**src/vector_iir_macros.svh**
```systemverilog
// Vector IIR shared constants
// Settings register addresses, vector size limits and reset defaults

`ifndef VECTOR_IIR_MACROS_SVH
`define VECTOR_IIR_MACROS_SVH

////////////////////////////////////////////////////////////
// Settings bus addresses
////////////////////////////////////////////////////////////
`define SR_VECTOR_LEN 8'd129
`define SR_ALPHA 8'd130
`define SR_BETA 8'd131

////////////////////////////////////////////////////////////
// Vector size limits
////////////////////////////////////////////////////////////
// Delay memory address width
`define MAX_LOG2_OF_SIZE 11
`define MAX_VECTOR_LEN (1 << `MAX_LOG2_OF_SIZE)
// Keeps a write-back ahead of the next read of the same element
`define MIN_VECTOR_LEN 4

////////////////////////////////////////////////////////////
// Reset defaults
////////////////////////////////////////////////////////////
`define DEFAULT_VECTOR_LEN 16
`define DEFAULT_ALPHA 0
// Just under 1.0 in Q1.15
`define DEFAULT_BETA 32767

`endif

```
**src/vector_iir_pkg.sv**
```systemverilog
// Vector IIR types
// Sample, stream beat and settings bus structs plus the core state encoding

`default_nettype none

package vector_iir_pkg;

  ////////////////////////////////////////////////////////////
  // Data path
  ////////////////////////////////////////////////////////////

  // One complex sample, I in the upper half of the beat
  typedef struct packed {
    logic signed [15:0] i;
    logic signed [15:0] q;
  } iir_sample_t;

  // Stream beat with end-of-vector flag
  typedef struct packed {
    iir_sample_t data;
    logic        last;
  } stream_beat_t;

  ////////////////////////////////////////////////////////////
  // Control
  ////////////////////////////////////////////////////////////

  // Single-cycle strobed register write
  typedef struct packed {
    logic        stb;
    logic [7:0]  addr;
    logic [31:0] data;
  } set_bus_t;

  // First vector uses zero history, later ones the stored outputs
  typedef enum logic {
    FIRST_PASS = 1'b0,
    RUNNING    = 1'b1
  } core_state_t;

endpackage

`default_nettype wire

```
**src/vector_iir_regs.sv**
```systemverilog
// Vector IIR settings registers
// Decodes strobed writes into vector length, alpha and beta

`timescale 1ns/1ps
`default_nettype none

`include "vector_iir_macros.svh"

module vector_iir_regs import vector_iir_pkg::*; (
  input  wire logic                       i_clk,
  input  wire logic                       i_rst,
  input  wire set_bus_t                   i_set,
  output logic [`MAX_LOG2_OF_SIZE:0]      o_vector_len,
  output logic signed [15:0]              o_alpha,
  output logic signed [15:0]              o_beta,
  output logic                            o_len_change
);

  localparam logic [15:0] LEN_MIN = 16'(`MIN_VECTOR_LEN);
  localparam logic [15:0] LEN_MAX = 16'(`MAX_VECTOR_LEN);

  logic [`MAX_LOG2_OF_SIZE:0] len_clamped;

  // Pull the requested length into the supported range
  always_comb begin
    if (i_set.data[15:0] < LEN_MIN) begin
      len_clamped = LEN_MIN[`MAX_LOG2_OF_SIZE:0];
    end else if (i_set.data[15:0] > LEN_MAX) begin
      len_clamped = LEN_MAX[`MAX_LOG2_OF_SIZE:0];
    end else begin
      len_clamped = i_set.data[`MAX_LOG2_OF_SIZE:0];
    end
  end

  always_ff @(posedge i_clk) begin
    if (i_rst) begin
      o_vector_len <= (`MAX_LOG2_OF_SIZE + 1)'(`DEFAULT_VECTOR_LEN);
      o_alpha      <= 16'(`DEFAULT_ALPHA);
      o_beta       <= 16'(`DEFAULT_BETA);
      o_len_change <= 1'b0;
    end else begin
      o_len_change <= 1'b0;
      if (i_set.stb) begin
        case (i_set.addr)
          `SR_VECTOR_LEN: begin
            o_vector_len <= len_clamped;
            // Core restarts its index and history on this
            o_len_change <= 1'b1;
          end
          `SR_ALPHA: o_alpha <= i_set.data[15:0];
          `SR_BETA:  o_beta  <= i_set.data[15:0];
          default: ;
        endcase
      end
    end
  end

  // Length must stay usable by the core's index and memory
  a_len_range: assert property (@(posedge i_clk) disable iff (i_rst)
    (o_vector_len >= LEN_MIN[`MAX_LOG2_OF_SIZE:0]) &&
    (o_vector_len <= LEN_MAX[`MAX_LOG2_OF_SIZE:0]))
    else $error("vector length out of range");

endmodule

`default_nettype wire

```
**config.mk**
```make
export PLATFORM = sky130hd
export DESIGN_NAME = vector_iir_regs
export DESIGN_NICKNAME = d
export VERILOG_FILES = /design/src/vector_iir_pkg.sv /design/src/vector_iir_regs.sv
export VERILOG_INCLUDE_DIRS = /design/src
export SDC_FILE = /design/constraint.sdc
export NUM_CORES = 1
export LEC_CHECK = 0
export BUFFER_PORTS_ARGS = -buffer_cell sky130_fd_sc_hd__buf_4
export CORE_UTILIZATION = 45
export CTS_CLUSTER_DIAMETER = 200
export DETAILED_ROUTE_END_ITERATION = 7
export GPL_ROUTABILITY_DRIVEN = 0
export PLACE_DENSITY = 0.79
export SLEW_MARGIN = 20
export SYNTH_ARGS = -nofsm -noshare
export SYNTH_HDL_FRONTEND = slang
export SYNTH_SLANG_ARGS = --single-unit
```
**constraint.sdc**
```tcl
create_clock -name i_clk -period 1.8 [get_ports i_clk]
set_clock_uncertainty 0.2 [all_clocks]
set_input_delay 0 -clock i_clk [delete_from_list [all_inputs] [get_ports i_clk]]
set_output_delay 0 -clock i_clk [all_outputs]
set_load 0.01 [all_outputs]
```
## Word-level counts from Yosys, hierarchy flattened

Index checks and enable logic that the tools add are counted.

| word-level totals | value |
|---|---|
| bits of input ports | 43 |
| flip-flop bits (word level) | 45 |
| output and inout bits | 45 |
| logic and storage cells | 17 |

| cells by class | value |
|---|---|
| reductions and logical operators | 4 |
| multiplexer cells | 3 |
| eq/ne operators | 3 |
| bitwise operators | 1 |
| order comparisons | 2 |

Operators with widths:

| kind | number |
|---|---|
| $eq 8x8->1 const B | 3 |
| $mux 12 | 2 |
| $gt 16x12->1 const B | 1 |
| $lt 16x3->1 const B | 1 |
| $reduce_and 2->1 | 3 |
| $reduce_or 2->1 | 1 |
| $mux 1 | 1 |
| $not 1->1 | 1 |

## Longest topological paths before layout

Gate-level depths: netlist (run 1).

| logic depth | value |
|---|---|
| depth in word-level cells | 3 |
| mapped depth | 6 |

## Worst setup path before layout (run 1)

Ideal clock, no wire load.

| timing path | value |
|---|---|
| kind | input to register |
| start point | input port i_set[32] (netlist bit) |
| end point | register o_alpha[10] |
| stages | 5 |
| setup slack | 0.415 ns |
| setup time | 0.070 ns |
| arrival | 1.114 ns |
| data required time | 1.530 ns |
| path through | or4b_1 nor3_4 buf_6 nand2_1 a21oi_1 |

| on the way | value |
|---|---|
| cells in the longest elaborated chain, start to end | 2 |

RTL lines:

| item | line | text |
|---|---|---|
| from (decl) | vector_iir_regs.sv:12 | `input wire set_bus_t i_set,` |
| $eq 8x8->1 | vector_iir_regs.sv:44 | `case (i_set.addr)` |
| $reduce_and 2->1 (no source line) | -- |  |
| to (signal assigned) | vector_iir_regs.sv:38 | `` o_alpha <= 16'(`DEFAULT_ALPHA); `` |
| to (signal assigned) | vector_iir_regs.sv:50 | `` `SR_ALPHA: o_alpha <= i_set.data[15:0]; `` |
| to (decl) | vector_iir_regs.sv:14 | `output logic signed [15:0] o_alpha,` |

No other way between the ends.
A chain may end at the register's enable or synchronous reset.

## Final worst setup path (run 1)

| timing path | value |
|---|---|
| start point | input port i_set[32] (netlist bit) |
| end point | register o_alpha[15] |

Same word-level chain as after synthesis.

==> results.md, run 1 <==
* Status: finished with violations
* Failing checks: negative hold slack
* Seq cells post-synth at 45
* Die area at ~0.0042 sq mm
* Post-synthesis compound-gate area fraction at 0.119
* Synthesized area per cell at 8.49 sq um
* Mapped Area at ~0.0018 sq mm
* Final number of setup-violating endpoints at 0
* Worst Path Arrival at 1.79 ns
* Die X at 64.9 um
* PnR worst setup slack at ~0.034 ns
* Mux share of post-synthesis cell area at 0
* Crit start category: input port
* Final Hold Fails at 2
* Share of cells above drive strength 1 at 0.302
* Final period util at 0.981
* Sequential power share at 0.511
* Setup WS pre-CTS at 0.0536 ns
* Number of I/O pins at 88
* Internal power at about 0.0015 W
* # nets final at 350
* CP Max Fanout at 6
* I/O Buffers at 71
* Max-slew violation count at 0
* CTS sink count at 45
* Vias per cell at 5.25
* Sw frac at 0.218
* Dpl hpwl at 3290 um
* Initial Util at 0.476
* Area Growth Syn to Fin at 54.7%
* Slew margin rel. at 0.570
* Largest net degree at the start of global routing at 53
* Most common cell after layout, fill and taps aside: buf_4
* Core area at 0.00374 sq mm
* CTS Buf Count at 5
* Starting DRT DRC Count at 115
* Vias at 1868
* Layout Cells excl Fill at about 360
* Routed wire per std cell at 14.6 um
* Max Cap Viol at 0
* Gr usage total at 0.257
* Final min period at 1.77 ns
* Critical path endpoint category: flop
* Final Util at 0.737
* Post-synthesis simple-gate area fraction at 0.327
* Largest family of logic cells by synthesized area: simple AND/OR/NAND/NOR gates
* Most frequent cells in the layout: buf_4, nand2_1, dfxtp_1
* Peak VDD IR at 0.000535 V
* Placed cell count at about 320
* First-pass GRT wire length at 8140 um
* Total wire length at 5200 um
* Root buffer cell: clkbuf_8
* Sequential fraction of the synthesis area at 0.505
* Post-route ant nets at 0
* Initial antenna violation count at 0
* Crit path max-delay cell type: dlygate4sd3_1
* Worst Tran Pin Value at 0.645 ns
* Total power at 0.00195 W
* Clk Latency, worst-skew pair at 0.30 ns
* Htree depth at 2
* Clock power share at 0.414
* Chip height at 64.9 um
* Crit path cell chain: buf_4, or4b_1, nor3_4, buf_6, nand2_1, dlygate4sd3_1, a21oi_1
* Clock Path Buffers at 2
* Fin Hold WS at -0.0379 ns
* Gate power share at 0.075
* Pwr/cell area at just over 700 mW/mm^2
* Yosys warns at 0
* Net Sw Power at 0.000426 W
* CTS tree: built
* Pleak at between 1 and 1.5 nW
* Number of global-route vias before repair at 1718
* DR pass1 iterations at 6
* GR Overflow Total at 0
* # DRC at 0
* Setup CP Type: in -> reg
* Req. time, crit path at 1.82 ns
* Synth cell types at 28
* Ant diodes at 0
* Synthesized instance count at 210
* HP Class: in -> reg
* Peak Freq at roughly 570 MHz
* Worst stage delay on the critical path at 0.57 ns
* Synth Area in XOR/XNOR at 0
* Worst-path clk slew at about 0.08 ns
* Adder-cell share of the synthesized area at 0
* Syn nets at 253
* Row cnt at 22
==> cell type report <==
| type | count | area [sq um] |
|---|---|---|
| timing repair buffer | 103 | 840 |
| sequential | 45 | 901 |
| fill | 278 | 986 |
| clock inverter | 2 | 37.5 |
| inverter | 8 | 30.0 |
| clock buffer | 6 | 82.6 |
| tap | 48 | 60.1 |
| multi-input combinational | 144 | 807 |
==> per-stage QoR <==
stage | setup TNS [ns] | hold slack, ns | instance area, sq um
finish | 0 | -0.0379 | 2760
global route | -0.0226 | -0.0214 | 2760
CTS | 0 | -0.0473 | 2720
detailed placement | 0 | 0.0461 | 2360
global placement | 0 | 0.0383 | 2360
floorplan | 0 | -0.0760 | 1780
==> worst paths after layout <==
| check | from | to | slack (ns) | cells past startpoint |
|---|---|---|---|---|
| worst min register to register | o_alpha[0] | o_alpha[0] | 0.26 | 2 |
| worst max register to register | o_alpha[14] | o_alpha[14] | 0.49 | 3 |
| worst max-delay path | i_set[32] | o_alpha[15] | 0.03 | 7 |
| worst min-delay path | i_set[14] | o_vector_len[11] | -0.04 | 4 |
==> cells by family after synthesis <==
kind of cell | count (synthesis)
compound gates | 35
buf+inv | 21
simple gates | 109
flops | 45
==> cells in the mapped netlist <==
library cell / number / area, sq um
nand2_1: 67 / 251
inv_1: 8 / 30.0
a311oi_1: 1 / 8.76
nor4_2: 1 / 12.5
nor3_1: 1 / 5.00
dfxtp_1: 45 / 901
nand3b_1: 22 / 165
nor4_1: 2 / 12.5
or4_4: 1 / 11.3
nand4b_1: 1 / 8.76
and4bb_1: 1 / 12.5
nor3_4: 1 / 16.3
buf_2: 1 / 5.00
o41ai_1: 7 / 61.3
or4b_1: 1 / 10.0
nor3b_2: 1 / 12.5
a21oi_1: 23 / 115
clkbuf_1: 11 / 41.3
nor2_1: 3 / 11.3
buf_6: 1 / 11.3
nand3_1: 3 / 15.0
o21ai_0: 2 / 10.0
and3_1: 1 / 6.26
nor4b_2: 1 / 15.0
a211o_1: 1 / 8.76
o211ai_1: 1 / 7.51
nand4bb_1: 1 / 11.3
and2_1: 1 / 6.26
==> per-layer routing <==
layer  wire, um  part of all wire  GRT usage  up-vias
li1           -                 -          -      905
met1       2250              0.43      0.309      882
met2       2590              0.50      0.440       72
met3        260             0.050     0.0511        9
met4        105             0.020      0.111        0
met5          0                 0          0        -
==> critical path: cells and delay by family <==
| family | cells | cell delay, ns |
|---|---|---|
| buffers and inverters | 3 | 0.83 |
| AND/OR/NAND/NOR | 3 | 0.76 |
| AO/OA/AOI/OAI | 1 | 0.19 |
==> state kept, by name, indices dropped and copies added, names as in the netlist <==
signal / cells
o_vector_len: 12
o_beta: 16
o_alpha: 16
o_len_change: 1
==> power by group through the flow <==
stage | registers, W | clock network, W | logic (W)
5_1_grt | 0.000997 | 0.000849 | 0.000154
4_1_cts | 0.000996 | 0.000812 | 0.000139
6_report | 0.000996 | 0.000808 | 0.000146
2_1_floorplan | 0.00102 | 0 | 0.0000374
3_3_place_gp | 0.00102 | 0 | 0.000113
3_5_place_dp | 0.00102 | 0 | 0.000113
==> what timing repair did <==
action | 4_1_cts | 5_1_grt
hold buffers | 24 | 1
hold endpoints to repair | 45 | 3
setup buffers | 0 | 1
endpoints found under the setup margin | 0 | 11
gates resized for setup | 0 | 3
Note: power is estimated with default switching activity, not from simulation.
==> run 2, diff against run 1 <==
--- a/config.mk
+++ b/config.mk
@@ -11,7 +11,7 @@
 export CTS_CLUSTER_DIAMETER = 200
 export DETAILED_ROUTE_END_ITERATION = 7
 export GPL_ROUTABILITY_DRIVEN = 0
-export PLACE_DENSITY = 0.79
+export PLACE_DENSITY = 0.83
 export SLEW_MARGIN = 20
 export SYNTH_ARGS = -nofsm -noshare
 export SYNTH_HDL_FRONTEND = slang
==> results.md, run 2 (same netlist as run 1, synthesis figures left out) <==
* Dpl hpwl at 3240 um
* Reg2Reg Depth at 3
* Metal2 WL at 2710 um
* # DRC at 0
* Final period util at 0.996
* Most common cell after layout, fill and taps aside: buf_4
* Number of global-route vias before repair at 1738
* # nets final at 354
* Worst hold path depth at 5
* Reg-to-reg critical path endpoint: o_alpha[12]
* Peak Freq at about 560 MHz
* Crit start category: input port
* Gr usage total at 0.258
* Routed wire per std cell at around 15 um
* Total wire length at 5470 um
* Post-route ant nets at 0
* Final setup TNS at 0 ns
* I/O Buffers at slightly above 70
* HP Start: i_set[13]
* Vias at 1891
* Status: finished, final reports clean
* CTS Buf Count at 5
* Initial Util at 0.476
* Ant diodes at 0
* Met1 wire length at 2260 um
* Fin Hold WS at just over 0.02 ns
* CTS sink count at between 40 and 50
* Final number of setup-violating endpoints at 0
* Slew margin rel. at 0.709
* Vias per cell at 5.27
* Reg area at 901 sq um
* Area of the multi-input gates at about 800 sq um
* Die X at 64.9 um
* Core area at 0.00374 sq mm
* Clk Latency, worst-skew pair at 0.29 ns
* Clock Path Buffers at 2
* Htree depth at 2
* Pleak at 1.17 nW
* Die area at roughly 0.0042 sq mm
* Pwr/cell area at about 640 mW/mm^2
* Worst-path clk slew at 0.08 ns
* R2r setup slk at 0.49 ns
* Final Hold Fails at 0
* CTS tree: built
* Worst stage delay on the critical path at 0.55 ns
* Share of cells above drive strength 1 at 0.299
* PnR worst setup slack at 0.00633 ns
* Starting DRT DRC Count at 135
* Chip height at 64.9 um
* Setup WS pre-CTS at ~0.080 ns
* Crit path cell chain: dlygate4sd3_1, buf_4, nor4_2, and2_1, a21oi_2, o41ai_1
* DR pass1 iterations at 4
* First-pass GRT wire length at 8250 um
* Final min period at 1.79 ns
* Setup CP Type: in -> reg
* Worst Tran Pin Value at between 0.4 and 0.5 ns
* Row cnt at 22
* Most frequent cells in the layout: buf_4, nand2_1, dfxtp_1
* Req. time, crit path at 1.78 ns
* Fillcell total at 283
* Max Cap Viol at 0
* Crit Reg-Reg Startpoint: o_alpha[12]
* Crit path max-delay cell type: dlygate4sd3_1
* Critical path endpoint category: flop
* Worst Path Arrival at ~1.8 ns
* Peak VDD IR at 0.000503 V
* HP Class: in -> reg
* Root buffer cell: clkbuf_8
* Highest metal used: met4
* Initial antenna violation count at 0
* Largest net degree at the start of global routing at 53
* Top flop regs: o_alpha: 16 flops, o_beta: 16 flops, o_vector_len: 12 flops
* GR Overflow Total at 0
* Max-slew violation count at 0
* Number of I/O pins at 88
* Routed met3 length at approximately 350 um
* CP Max Fanout at 8
* Hold Crit Endpoint: o_vector_len[0]
* Area Growth Syn to Fin at 55.4%
run 2: cell types whose count changed in the layout (fill, tap and decap cells not counted), sizes merged:
cell	before	now
bufinv	1	0
dlygate4sd3	25	29
run 2: area by class of cell:
cell class | count | area share
Clock inverter | 1 | 0.00271
Multi-Input combinational cell | 144 | 0.293
Sequential cell | 45 | 0.325
Clock buffer | 6 | 0.0298
Tap cell | 48 | 0.0217
Timing Repair Buffer | 107 | 0.317
Inverter | 8 | 0.0108
run 2: how the worst max path moves through the flow:
stage / startpoint / end / depth (start not counted)
floorplan: i_set[32] / o_alpha[10] / 5
global placement: i_set[15] / o_vector_len[10] / 5
detailed placement: i_set[15] / o_vector_len[3] / 5
CTS: i_set[32] / o_alpha[12] / 7
global route: i_set[3] / o_vector_len[3] / 6
finish: i_set[3] / o_vector_len[3] / 6
run 2: through the flow:
step | utilization | power, W | instances | cell area (sq um)
after floorplan | - | 0.00106 | 210 | 1780
after detailed placement | 0.629 | 0.00113 | 321 | 2360
after global placement | 0.629 | 0.00113 | 321 | 2360
after CTS | 0.715 | 0.00177 | 351 | 2680
final | 0.740 | 0.00177 | 359 | 2770
after global routing | 0.740 | 0.00184 | 359 | 2770
run 2: power by group:
group          leakage, nW  internal [W]  switching, W
clock network       0.0433      0.000304      0.000326
registers            0.363      0.000996   0.000000767
logic                0.767     0.0000786     0.0000688
run 2: repair_timing:
item / in CTS / in global routing
resized for setup: 0 / 4
setup buffers: 0 / 2
setup endpoints to repair: 0 / 10
hold endpoints to repair: 45 / 6
hold buffers: 23 / 6
run 2: worst max-delay path: cells and delay by family:
kind | cells | cell delay [ns]
and+or+nand+nor | 2 | 0.54
buffers and inverters | 2 | 0.71
AOI/OAI and AO/OA | 2 | 0.52
run 2: metal layers:
metal / GRT usage / vias up
li1: - / 917
met1: 0.303 / 875
met2: 0.435 / 82
met3: 0.0704 / 17
met4: 0.117 / 0
met5: 0 / -
